## src/verilog/rob_pkg.sv

```systemverilog
package rob_pkg;

    // sizes of the retirement block
    localparam int ROB_LEN = 8;   // reorder buffer slots
    localparam int REG_LEN = 32;  // architectural registers
    localparam int XLEN    = 32;  // result width

    // slot index doubles as the instruction tag
    typedef logic [$clog2(ROB_LEN)-1:0] rob_tag_t;

    // occupancy needs one more bit than the tag to reach ROB_LEN
    typedef logic [$clog2(ROB_LEN):0]   rob_count_t;

    typedef logic [$clog2(REG_LEN)-1:0] reg_idx_t;
    typedef logic [XLEN-1:0]            data_t;

    // hard-wired zero register, never written or renamed
    localparam reg_idx_t ZERO_REG = '0;

endpackage
```

## src/verilog/rob_commit_if.sv

```systemverilog
`timescale 1ns/1ps

// retire and squash event, one per cycle at most
interface rob_commit_if;

    logic               valid;   // head entry retires this cycle
    rob_pkg::reg_idx_t  dest;    // destination of the retiring entry
    rob_pkg::data_t     value;   // its result
    rob_pkg::rob_tag_t  tag;     // its slot
    logic               squash;  // retiring entry was mispredicted

    modport producer (
        output valid, dest, value, tag, squash
    );

    modport consumer (
        input valid, dest, value, tag, squash
    );

endinterface

```

## src/verilog/arch_regfile.sv

```systemverilog
`timescale 1ns/1ps

module arch_regfile (
    input  logic              clock,
    input  logic              reset,
    rob_commit_if.consumer    commit,
    input  rob_pkg::reg_idx_t read_idx,
    output rob_pkg::data_t    read_value
);

    rob_pkg::data_t regs [rob_pkg::REG_LEN];

    // write on retire, register 0 stays untouched
    always_ff @(posedge clock) begin
        if (reset) begin
            for (int i = 0; i < rob_pkg::REG_LEN; i++) begin
                regs[i] <= '0;
            end
        end else if (commit.valid && (commit.dest != rob_pkg::ZERO_REG)) begin
            regs[commit.dest] <= commit.value;
        end
    end

    // debug read port
    assign read_value = (read_idx == rob_pkg::ZERO_REG) ? '0 : regs[read_idx];

endmodule

```

## src/verilog/map_table.sv

```systemverilog
`timescale 1ns/1ps

module map_table (
    input  logic              clock,
    input  logic              reset,
    input  logic              dispatch_valid,
    input  logic              rob_full,
    input  rob_pkg::reg_idx_t dispatch_dest,
    input  rob_pkg::rob_tag_t dispatch_tag,
    input  rob_pkg::reg_idx_t src1,
    input  rob_pkg::reg_idx_t src2,
    output logic              src1_busy,
    output rob_pkg::rob_tag_t src1_tag,
    output logic              src2_busy,
    output rob_pkg::rob_tag_t src2_tag,
    rob_commit_if.consumer    commit
);

    logic [rob_pkg::REG_LEN-1:0] busy;                       // register has an in-flight producer
    rob_pkg::rob_tag_t           map_tag [rob_pkg::REG_LEN];  // tag of that producer

    logic rename;

    // only accepted dispatches that write a real register get renamed
    assign rename = dispatch_valid && !rob_full && (dispatch_dest != rob_pkg::ZERO_REG);

    // source lookups
    assign src1_busy = busy[src1];
    assign src1_tag  = map_tag[src1];
    assign src2_busy = busy[src2];
    assign src2_tag  = map_tag[src2];

    always_ff @(posedge clock) begin
        if (reset || commit.squash) begin
            busy <= '0;
        end else begin
            // release only if no younger producer took the register over
            if (commit.valid && (map_tag[commit.dest] == commit.tag)) begin
                busy[commit.dest] <= 1'b0;
            end
            // later assignment, so a same-cycle remap wins over the release
            if (rename) begin
                busy[dispatch_dest] <= 1'b1;
            end
        end
    end

    always_ff @(posedge clock) begin
        if (rename) begin
            map_tag[dispatch_dest] <= dispatch_tag;
        end
    end

endmodule

```

## src/verilog/ooo_retire_top.sv

```systemverilog
`timescale 1ns/1ps

module ooo_retire_top (
    input  logic              clock,
    input  logic              reset,
    // decode side
    input  logic              dispatch_valid,
    input  rob_pkg::reg_idx_t dispatch_dest,
    input  rob_pkg::reg_idx_t dispatch_src1,
    input  rob_pkg::reg_idx_t dispatch_src2,
    output logic              rob_full,
    output rob_pkg::rob_tag_t dispatch_tag,
    output logic              src1_busy,
    output rob_pkg::rob_tag_t src1_tag,
    output logic              src2_busy,
    output rob_pkg::rob_tag_t src2_tag,
    // common data bus
    input  logic              cdb_valid,
    input  rob_pkg::rob_tag_t cdb_tag,
    input  rob_pkg::data_t    cdb_value,
    input  logic              cdb_mispredict,
    // retire side
    output logic              retire_valid,
    output rob_pkg::reg_idx_t retire_dest,
    output rob_pkg::data_t    retire_value,
    output logic              squash,
    // register file read
    input  rob_pkg::reg_idx_t read_idx,
    output rob_pkg::data_t    read_value
);

    rob_commit_if commit_bus ();

    rob u_rob (
        .clock          (clock),
        .reset          (reset),
        .dispatch_valid (dispatch_valid),
        .dispatch_dest  (dispatch_dest),
        .dispatch_tag   (dispatch_tag),
        .rob_full       (rob_full),
        .cdb_valid      (cdb_valid),
        .cdb_tag        (cdb_tag),
        .cdb_value      (cdb_value),
        .cdb_mispredict (cdb_mispredict),
        .commit         (commit_bus)
    );

    map_table u_map_table (
        .clock          (clock),
        .reset          (reset),
        .dispatch_valid (dispatch_valid),
        .rob_full       (rob_full),
        .dispatch_dest  (dispatch_dest),
        .dispatch_tag   (dispatch_tag),
        .src1           (dispatch_src1),
        .src2           (dispatch_src2),
        .src1_busy      (src1_busy),
        .src1_tag       (src1_tag),
        .src2_busy      (src2_busy),
        .src2_tag       (src2_tag),
        .commit         (commit_bus)
    );

    arch_regfile u_regfile (
        .clock      (clock),
        .reset      (reset),
        .commit     (commit_bus),
        .read_idx   (read_idx),
        .read_value (read_value)
    );

    // retire event straight out to the pins
    assign retire_valid = commit_bus.valid;
    assign retire_dest  = commit_bus.dest;
    assign retire_value = commit_bus.value;
    assign squash       = commit_bus.squash;

endmodule

```

## src/verilog/rob.sv

```systemverilog
`timescale 1ns/1ps

module rob (
    input  logic                   clock,
    input  logic                   reset,
    // decode side
    input  logic                   dispatch_valid,
    input  rob_pkg::reg_idx_t      dispatch_dest,
    output rob_pkg::rob_tag_t      dispatch_tag,
    output logic                   rob_full,
    // common data bus
    input  logic                   cdb_valid,
    input  rob_pkg::rob_tag_t      cdb_tag,
    input  rob_pkg::data_t         cdb_value,
    input  logic                   cdb_mispredict,
    // retire / squash event
    rob_commit_if.producer         commit
);

    rob_pkg::rob_tag_t   head;
    rob_pkg::rob_tag_t   tail;
    rob_pkg::rob_count_t count;

    logic dispatch_fire;
    logic retire;
    logic squash;

    // per-slot strobes and state
    logic [rob_pkg::ROB_LEN-1:0] alloc;
    logic [rob_pkg::ROB_LEN-1:0] complete;
    logic [rob_pkg::ROB_LEN-1:0] clear;
    logic [rob_pkg::ROB_LEN-1:0] entry_done;
    logic [rob_pkg::ROB_LEN-1:0] entry_mispredict;
    rob_pkg::reg_idx_t           entry_dest  [rob_pkg::ROB_LEN];
    rob_pkg::data_t              entry_value [rob_pkg::ROB_LEN];

    assign rob_full      = (count == rob_pkg::rob_count_t'(rob_pkg::ROB_LEN));
    assign dispatch_tag  = tail;  // new instruction's tag is its slot
    assign dispatch_fire = dispatch_valid && !rob_full;

    // head retires as soon as its result is in
    assign retire = entry_done[head];
    assign squash = retire && entry_mispredict[head];

    for (genvar i = 0; i < rob_pkg::ROB_LEN; i++) begin : g_slot
        assign alloc[i]    = dispatch_fire && (tail == rob_pkg::rob_tag_t'(i));
        assign complete[i] = cdb_valid && (cdb_tag == rob_pkg::rob_tag_t'(i));
        assign clear[i]    = squash || (retire && (head == rob_pkg::rob_tag_t'(i)));

        rob_entry u_entry (
            .clock               (clock),
            .reset               (reset),
            .alloc               (alloc[i]),
            .alloc_dest          (dispatch_dest),
            .complete            (complete[i]),
            .complete_value      (cdb_value),
            .complete_mispredict (cdb_mispredict),
            .clear               (clear[i]),
            .done                (entry_done[i]),
            .dest                (entry_dest[i]),
            .value               (entry_value[i]),
            .mispredict          (entry_mispredict[i])
        );
    end

    // pointers and occupancy
    always_ff @(posedge clock) begin
        if (reset || squash) begin
            head  <= '0;  // a squash drops everything younger than the branch
            tail  <= '0;
            count <= '0;
        end else begin
            if (retire) begin
                head <= head + rob_pkg::rob_tag_t'(1);  // wraps at ROB_LEN
            end
            if (dispatch_fire) begin
                tail <= tail + rob_pkg::rob_tag_t'(1);
            end
            case ({dispatch_fire, retire})
                2'b10:   count <= count + rob_pkg::rob_count_t'(1);
                2'b01:   count <= count - rob_pkg::rob_count_t'(1);
                default: count <= count;  // none, or one in and one out
            endcase
        end
    end

    // retire event, dest and value held at zero when idle
    assign commit.valid  = retire;
    assign commit.squash = squash;
    assign commit.tag    = head;
    assign commit.dest   = retire ? entry_dest[head] : rob_pkg::ZERO_REG;
    assign commit.value  = retire ? entry_value[head] : '0;

endmodule

```

## src/verilog/rob_entry.sv

```systemverilog
`timescale 1ns/1ps

module rob_entry (
    input  logic              clock,
    input  logic              reset,
    input  logic              alloc,                // slot taken by dispatch
    input  rob_pkg::reg_idx_t alloc_dest,
    input  logic              complete,             // cdb write to this slot
    input  rob_pkg::data_t    complete_value,
    input  logic              complete_mispredict,
    input  logic              clear,                // squash or own retire
    output logic              done,
    output rob_pkg::reg_idx_t dest,
    output rob_pkg::data_t    value,
    output logic              mispredict
);

    // status bits
    always_ff @(posedge clock) begin
        if (reset || clear) begin
            done       <= 1'b0;
            mispredict <= 1'b0;
        end else if (alloc) begin
            done       <= 1'b0;  // fresh instruction, result pending
            mispredict <= 1'b0;
        end else if (complete) begin
            done       <= 1'b1;
            mispredict <= complete_mispredict;
        end
    end

    // payload, only meaningful while done is set
    always_ff @(posedge clock) begin
        if (alloc) begin
            dest <= alloc_dest;
        end
        if (complete) begin
            value <= complete_value;
        end
    end

endmodule

```

## config.mk

```make
export PLATFORM = sky130hd
export DESIGN_NAME = ooo_retire_top
export DESIGN_NICKNAME = d
export VERILOG_FILES = /design/src/verilog/rob_pkg.sv /design/src/verilog/rob_commit_if.sv /design/src/verilog/arch_regfile.sv /design/src/verilog/map_table.sv /design/src/verilog/ooo_retire_top.sv /design/src/verilog/rob.sv /design/src/verilog/rob_entry.sv
export SDC_FILE = /design/constraint.sdc
export NUM_CORES = 2
export LEC_CHECK = 0
export ABC_AREA = 1
export BUFFER_PORTS_ARGS = -buffer_cell sky130_fd_sc_hd__buf_2
export CAP_MARGIN = 20
export CORE_MARGIN = 1
export CORE_UTILIZATION = 55
export CTS_CLUSTER_SIZE = 25
export DETAILED_ROUTE_END_ITERATION = 16
export PLACE_DENSITY = 0.71
export SLEW_MARGIN = 40
export SYNTH_ARGS = -nofsm -noshare
export SYNTH_HDL_FRONTEND = slang
export SYNTH_SLANG_ARGS = --single-unit
```

## constraint.sdc

```tcl
create_clock -name clock -period 4.81 [get_ports clock]
set_clock_uncertainty 0.2 [all_clocks]
set_input_delay 0.7215 -clock clock [delete_from_list [all_inputs] [get_ports clock]]
set_output_delay 0.7215 -clock clock [all_outputs]
set_load 0.01 [all_outputs]
```

# Yosys cells after proc, flatten, opt, wreduce, memory -nomap -nowiden

Memories as Yosys holds them, arrays and structs flattened.
Cells that the tools add are included.

Register bits: 354
Output and inout bits: 83
Memories: 2
RAM bits: 1120
Input port bits: 60

Reduce and logical (&&, ||, !) cells: 65
Bitwise logic cells: 4
Multiplexer cells: 35
Magnitude comparators: 8
Equality and inequality tests: 25
$add $sub $neg: 4

Memories:

| name                | depth | width | read ports | clocked after Yosys merged registers in | wr ports | line               | text |
|---|---|---|---|---|---|---|---|
| u_regfile.regs      | 32    | 32    | 1          | 0                                       | 32       | arch_regfile.sv:11 | `rob_pkg::data_t regs [rob_pkg::REG_LEN];` |
| u_map_table.map_tag | 32    | 3     | 3          | 0                                       | 1        | map_table.sv:20    | `rob_pkg::rob_tag_t map_tag [rob_pkg::REG_LEN];` |

Operators by type and width:

| operator            | count |
|---|---|
| $mux 32             | 8 |
| $bmux 32 s3         | 1 |
| $eq 3x3->1 const B  | 12 |
| $and 32x32->32      | 1 |
| $not 32->32         | 1 |
| $or 32x32->32       | 1 |
| $reduce_or 32->1    | 1 |
| $logic_and 1x1->1   | 31 |
| $lt 5x6->1 const B  | 4 |
| $mux 5              | 4 |
| $eq 3x2->1 const B  | 6 |
| $logic_or 1x1->1    | 17 |
| $reduce_or 2->1     | 8 |
| $bmux 5 s3          | 1 |
| $mux 1              | 14 |
| $bmux 1 s5          | 2 |
| $demux 1 s5         | 2 |
| $ge 5x1->1 const B  | 2 |
| $reduce_bool 5->1   | 2 |
| $eq 3x1->1 const B  | 3 |
| $logic_not 3->1     | 3 |
| $pmux 4 s2          | 1 |
| $add 3x1->3 const B | 2 |
| $bmux 1 s3          | 2 |
| other kinds (12)    | 12 |

# Depth between registers and ports, before layout

Word-level depth: 15
Gate-level depth with buffers: 23

# Hierarchy

A second synthesis with hierarchy kept.

Cells, all modules: 7106
Area total of the unflattened synthesis: 67711.2 um^2

By module, submodules not included:

| module       | instances | cells each | area an instance (um^2) |
|---|---|---|---|
| arch_regfile | 1         | 4795       | 46089.2 |
| rob_entry    | 8         | 50         | 1192.4 |
| map_table    | 1         | 1104       | 8159.1 |
| rob          | 1         | 807        | 3923.8 |

# Worst setup path after synthesis

OpenSTA, ideal clock, no wires.

Path type: input-to-output
Start point: in read_idx[0]
End point: out read_value[28]
Data required time: 3889 ps
Slack: 1255 ps
Cell stages on the path: 11
Arrival: 2633 ps
Path through: buf_2 -> clkbuf_1 -> clkbuf_1 -> clkbuf_1 -> clkbuf_1 -> nor2_1 -> o221ai_1 -> nand3_1 -> nand3_1 -> nand2_1 -> a31oi_1

Cells in the longest elaborated chain, start to end: 2
Elaborated cells between the ends (all ways): 3

RTL lines:

| element                                          | line                 | text |
|---|---|---|
| from (decl)                                      | ooo_retire_top.sv:28 | `input rob_pkg::reg_idx_t read_idx,` |
| $mem_v2 32x32 or $logic_not 5->1 (tied branches) | --                   |  |
| $mux 32 (*)                                      | arch_regfile.sv:25   | `assign read_value = (read_idx == rob_pkg::ZERO_REG) ? '0 : regs[read_idx];` |
| to (decl)                                        | ooo_retire_top.sv:29 | `output rob_pkg::data_t read_value` |

Mark *: on every way between the ends. The rest lies on a longest branch, timed or not.

# Worst setup path in the final report

Start point: reg u_rob.head[0] (netlist: u_rob.commit.tag[0])
End point: out retire_value[3]

Cells in the longest elaborated chain, start to end: 5
Elaborated cells between the ends (all ways): 7

RTL lines:

| element                                    | line                 | text |
|---|---|---|
| from (decl)                                | rob.sv:20            | `rob_pkg::rob_tag_t head;` |
| from (signal assigned)                     | rob.sv:74            | `head <= head + rob_pkg::rob_tag_t'(1);` |
| $not 3->4 (not written as such)            | rob.sv:92            | `assign commit.value = retire ? entry_value[head] : '0;` |
| $bmux 32 s3                                | rob.sv:92            |  |
| $mux 32 (not written as such) (2 in a row) | rob.sv:92            |  |
| $mux 32 (*)                                | rob.sv:92            |  |
| to (decl)                                  | ooo_retire_top.sv:25 | `output rob_pkg::data_t retire_value,` |

Mark *: on every way between the ends. The rest lies on a longest branch, timed or not. The select of a mux whose other input is x is not followed.

==> flow_summary_export.csv <==
group,metric,value,unit
sta,fin_crit_sh,96.6,%
yosys,ys.flop_type,"edfxtp_1",
critical_path,worst_path_most_repeated_cell,"nand2_1",
cts,post-cts-setup-buffers,0,
floorplanning,core,0.118,mm²
drt,via_per_inst,6.35,
cts,numCtsBuffers,150,
pwr,switching_share,28.5,%
drt,drc,0,
sta,rsz0062_at_grt,"false",
sta,hold_viol,0,
yosys,yosysTopAreaCell,"edfxtp_1",
pwr,p_int,21900,µW
cells_and_area,num-nets-final,6344,
critical_path,end_kind,"primary output",
critical_path,cp_max_fo,35,
sta,fmax,215,MHz
placed_design,placed_area,0.0685,mm²
critical_path,startpoint_type,"flop",
pwr,pwr_density_cell,418,mW/mm²
sta,finalSetupViolCount,0,
flow_run,cap_violations,0,
yosys,synthCells,6282,
drt,vias,50700,
floorplanning,initial_core_util,55.6,%
pwr,pwr-share-clk,36.8,%
cts,clock-root-buffer,"clkbuf_16",
sta,maxSlewViolCount,0,
yosys,syn_area,0.0658,mm²
floorplanning,die_h,348,µm
global_route,grt_pass1_wl,305,mm
placed_design,io_buffer_count,142,
global_route,grt_pass1_vias,47600,
critical_path,crit_chain,"inv_4 -> nand2_1 -> nand3_1 -> nand2_1 -> nand2_2 -> nand2_4 -> buf_4 -> nand2_1 -> inv_1 -> buf_2",
yosys,avgSynthCellArea,10.5,µm²
placed_design,post-dp-hpwl,126,mm
drt,routedWlPerCell,25.9,µm
cts,cts_buffer_depth,3,
critical_path,cpMaxStageDelayCell,"dfxtp_4",
global_route,grt_max_degree,99,
pwr,seqPwrFrac,48.0,%
yosys,ys_ff_latch,1474,
drt,ant_nets,0,
global_route,grt-ovfl-total,0,
cells_and_area,fill_cells,9317,
global_route,antenna_found_initial,14,
sta,fin_setup_tns,0,ns
yosys,async_flop_share,0,%
pwr,combPwrFrac,15.3,%
pwr,leakage,0.0253,µW
yosys,synth_top_cell_area_share,64.6,%
cts,clock_latency,0.77,ns
yosys,synth_edf_count,1416,
cells_and_area,final_util,61.8,%
sta,relSlewSlack,39.8,%
sta,finalCriticalPeriod,4.65,ns
critical_path,critical_path_class,"flop to primary output",
cells_and_area,final_area,0.0732,mm²
yosys,seq_area_frac_synth,66.4,%
sta,tightest_slew,0.901,ns
floorplanning,die_area,0.121,mm²
yosys,yosysWarnings,0,
floorplanning,num_io_pins,143,
cts,path_clk_slew,0.06,ns
yosys,synth.distinct_cells,41,
outcome,status,"complete, no violations",
drt,wirelength,207,mm
critical_path,cp_slowest_stage_delay,0.59,ns
floorplanning,rows,126,
pwr,switchingPower,8710,µW
cts,cts.sinks,1474,
pwr,vdd_drop_max,356,µV
placed_design,gp_congestion,0.970,
cts,htree_levels,4,
yosys,synth_area_leaders,"edfxtp_1 (65%), nor2_1 (11%), o21ai_0 (6.2%)",
min_path,hold_path_class,"primary input to flop",
cells_and_area,final_layout_size_suffix_gt1_share,9.98,%
critical_path,worstPathRequired,3.89,ns
drt,dr.pass1.iters,6,
cells_and_area,synthToLayoutAreaGrowth,11.3,%
drt,drt_iter0_drc,7840,
global_route,grt_usage,33.9,%
pwr,total_power,30600,µW
floorplanning,dieWidth,348,µm
critical_path,worstPathArrival,3.73,ns
cts,cts_tree,"built",
layout make-up:
class	count	area (µm²)	area share, %
flip-flops and latches	1474	43700	59.7
multi-input cells	4084	19100	26.2
clock buffers	188	3980	5.44
repair buffers	355	2950	4.03
well taps	1600	2000	2.73
inverters	203	781	1.07
clock inverters	79	646	0.882
diodes	4	10.0	0.0137
path summary, 6_finish.rpt:
kind | startpoint | endpoint | slack [ns] | cells past startpoint
worst min register to register | u_rob.g_slot[2].u_entry.done$_SDFFE_PP0P_ | u_rob.g_slot[2].u_entry.done$_SDFFE_PP0P_ | 0.26 | 2
worst min-delay path | cdb_value[20] | u_rob.g_slot[6].u_entry.value[20]$_DFFE_PP_ | 0.03 | 1
worst max-delay path | u_rob.commit.tag[0]$_SDFFE_PP0P_ | retire_value[3] | 0.16 | 10
worst max register to register | u_rob.commit.tag[0]$_SDFFE_PP0P_ | u_map_table.busy[0]$_SDFF_PP0_ | 0.35 | 20
layout by cell type, fill, tap and decap left out, types with 40 or more instances in the layout:
cell / count
o211ai_1: 46
nor2_1: 1875
nand2_1: 411
inv_1: 184
a31oi_1: 48
clkbuf_16: 154
nand3_1: 197
o22ai_1: 130
edfxtp_1: 1416
o221ai_1: 213
dfxtp_1: 55
buf_2: 139
a21oi_1: 145
nand2_2: 50
buf_4: 162
clkinv_1: 40
o21ai_0: 815
sequential cells by signal, summed over array words and instances, names as in the netlist:
signal and cells:
u_regfile.regs 1024, u_rob.g_slot.u_entry.value 256, u_map_table.map_tag 96, u_rob.g_slot.u_entry.dest 40, u_map_table.busy 32, u_rob.g_slot.u_entry.done 8, u_rob.g_slot.u_entry.mispredict 8, u_rob.count 4
u_rob.commit.tag 3, u_rob.dispatch_tag 3
routing by layer:
metal	part of all wire [%]	global-route usage [%]	wire length, µm	vias up
met2	46	52.6	94900	3525
met3	12	7.15	24800	621
met5	0.042	0	88	-
met4	6.3	19.7	13100	12
li1	-	-	-	22100
met1	36	44.4	74200	24500
cell families after synthesis:
kind of cell,after synthesis,synth area share [%]
AO/OA/AOI/OAI,1452,13.0
buffers and inverters,759,4.91
AND/OR/NAND/NOR,2580,15.4
flip-flops,1474,66.4
adder cells (fa/ha/maj),16,0.316
other,1,0.00570
metrics by stage:
step / std cells / setup WS (ns) / hold WS, ns
6_report: 7987 / 0.163 / 0.0295
5_1_grt: 7986 / 0.0487 / 0.0248
4_1_cts: 7981 / 0.244 / 0.000430
3_5_place_dp: 7709 / 0.359 / 0.253
3_3_place_gp: 7704 / 0.348 / 0.244
2_1_floorplan: 6316 / 1.26 / 0.228
critical path, delay by kind of cell (launching register included):
family | cells | cell delay, ns
buffers and inverters | 4 | 1.27
DFF | 1 | 0.59
and+or+nand+nor | 6 | 1.07
power by group through the flow:
stage | logic, µW | clock network [µW] | registers (µW)
2_1_floorplan | 2740 | 0 | 14900
3_3_place_gp | 4430 | 0 | 14900
3_5_place_dp | 4500 | 0 | 14900
4_1_cts | 4530 | 11300 | 14700
5_1_grt | 4950 | 11800 | 14700
6_report | 4660 | 11300 | 14700
what timing repair did:
item                                   in CTS  in global routing
hold buffers                                5                  0
endpoints found under the hold margin      30                  0
gates resized for setup                     0                  2
setup endpoints to repair                   0                 33
synth_stat cells (51+ instances only):
library cell,n
buf_2,51
a21oi_1,145
inv_1,186
edfxtp_1,1416
o22ai_1,130
clkbuf_1,407
nand3_1,197
nor2_1,1883
buf_4,71
o221ai_1,213
nand2_1,424
dfxtp_1,58
o21ai_0,815
No activity file was read; power rests on OpenSTA's default activity.
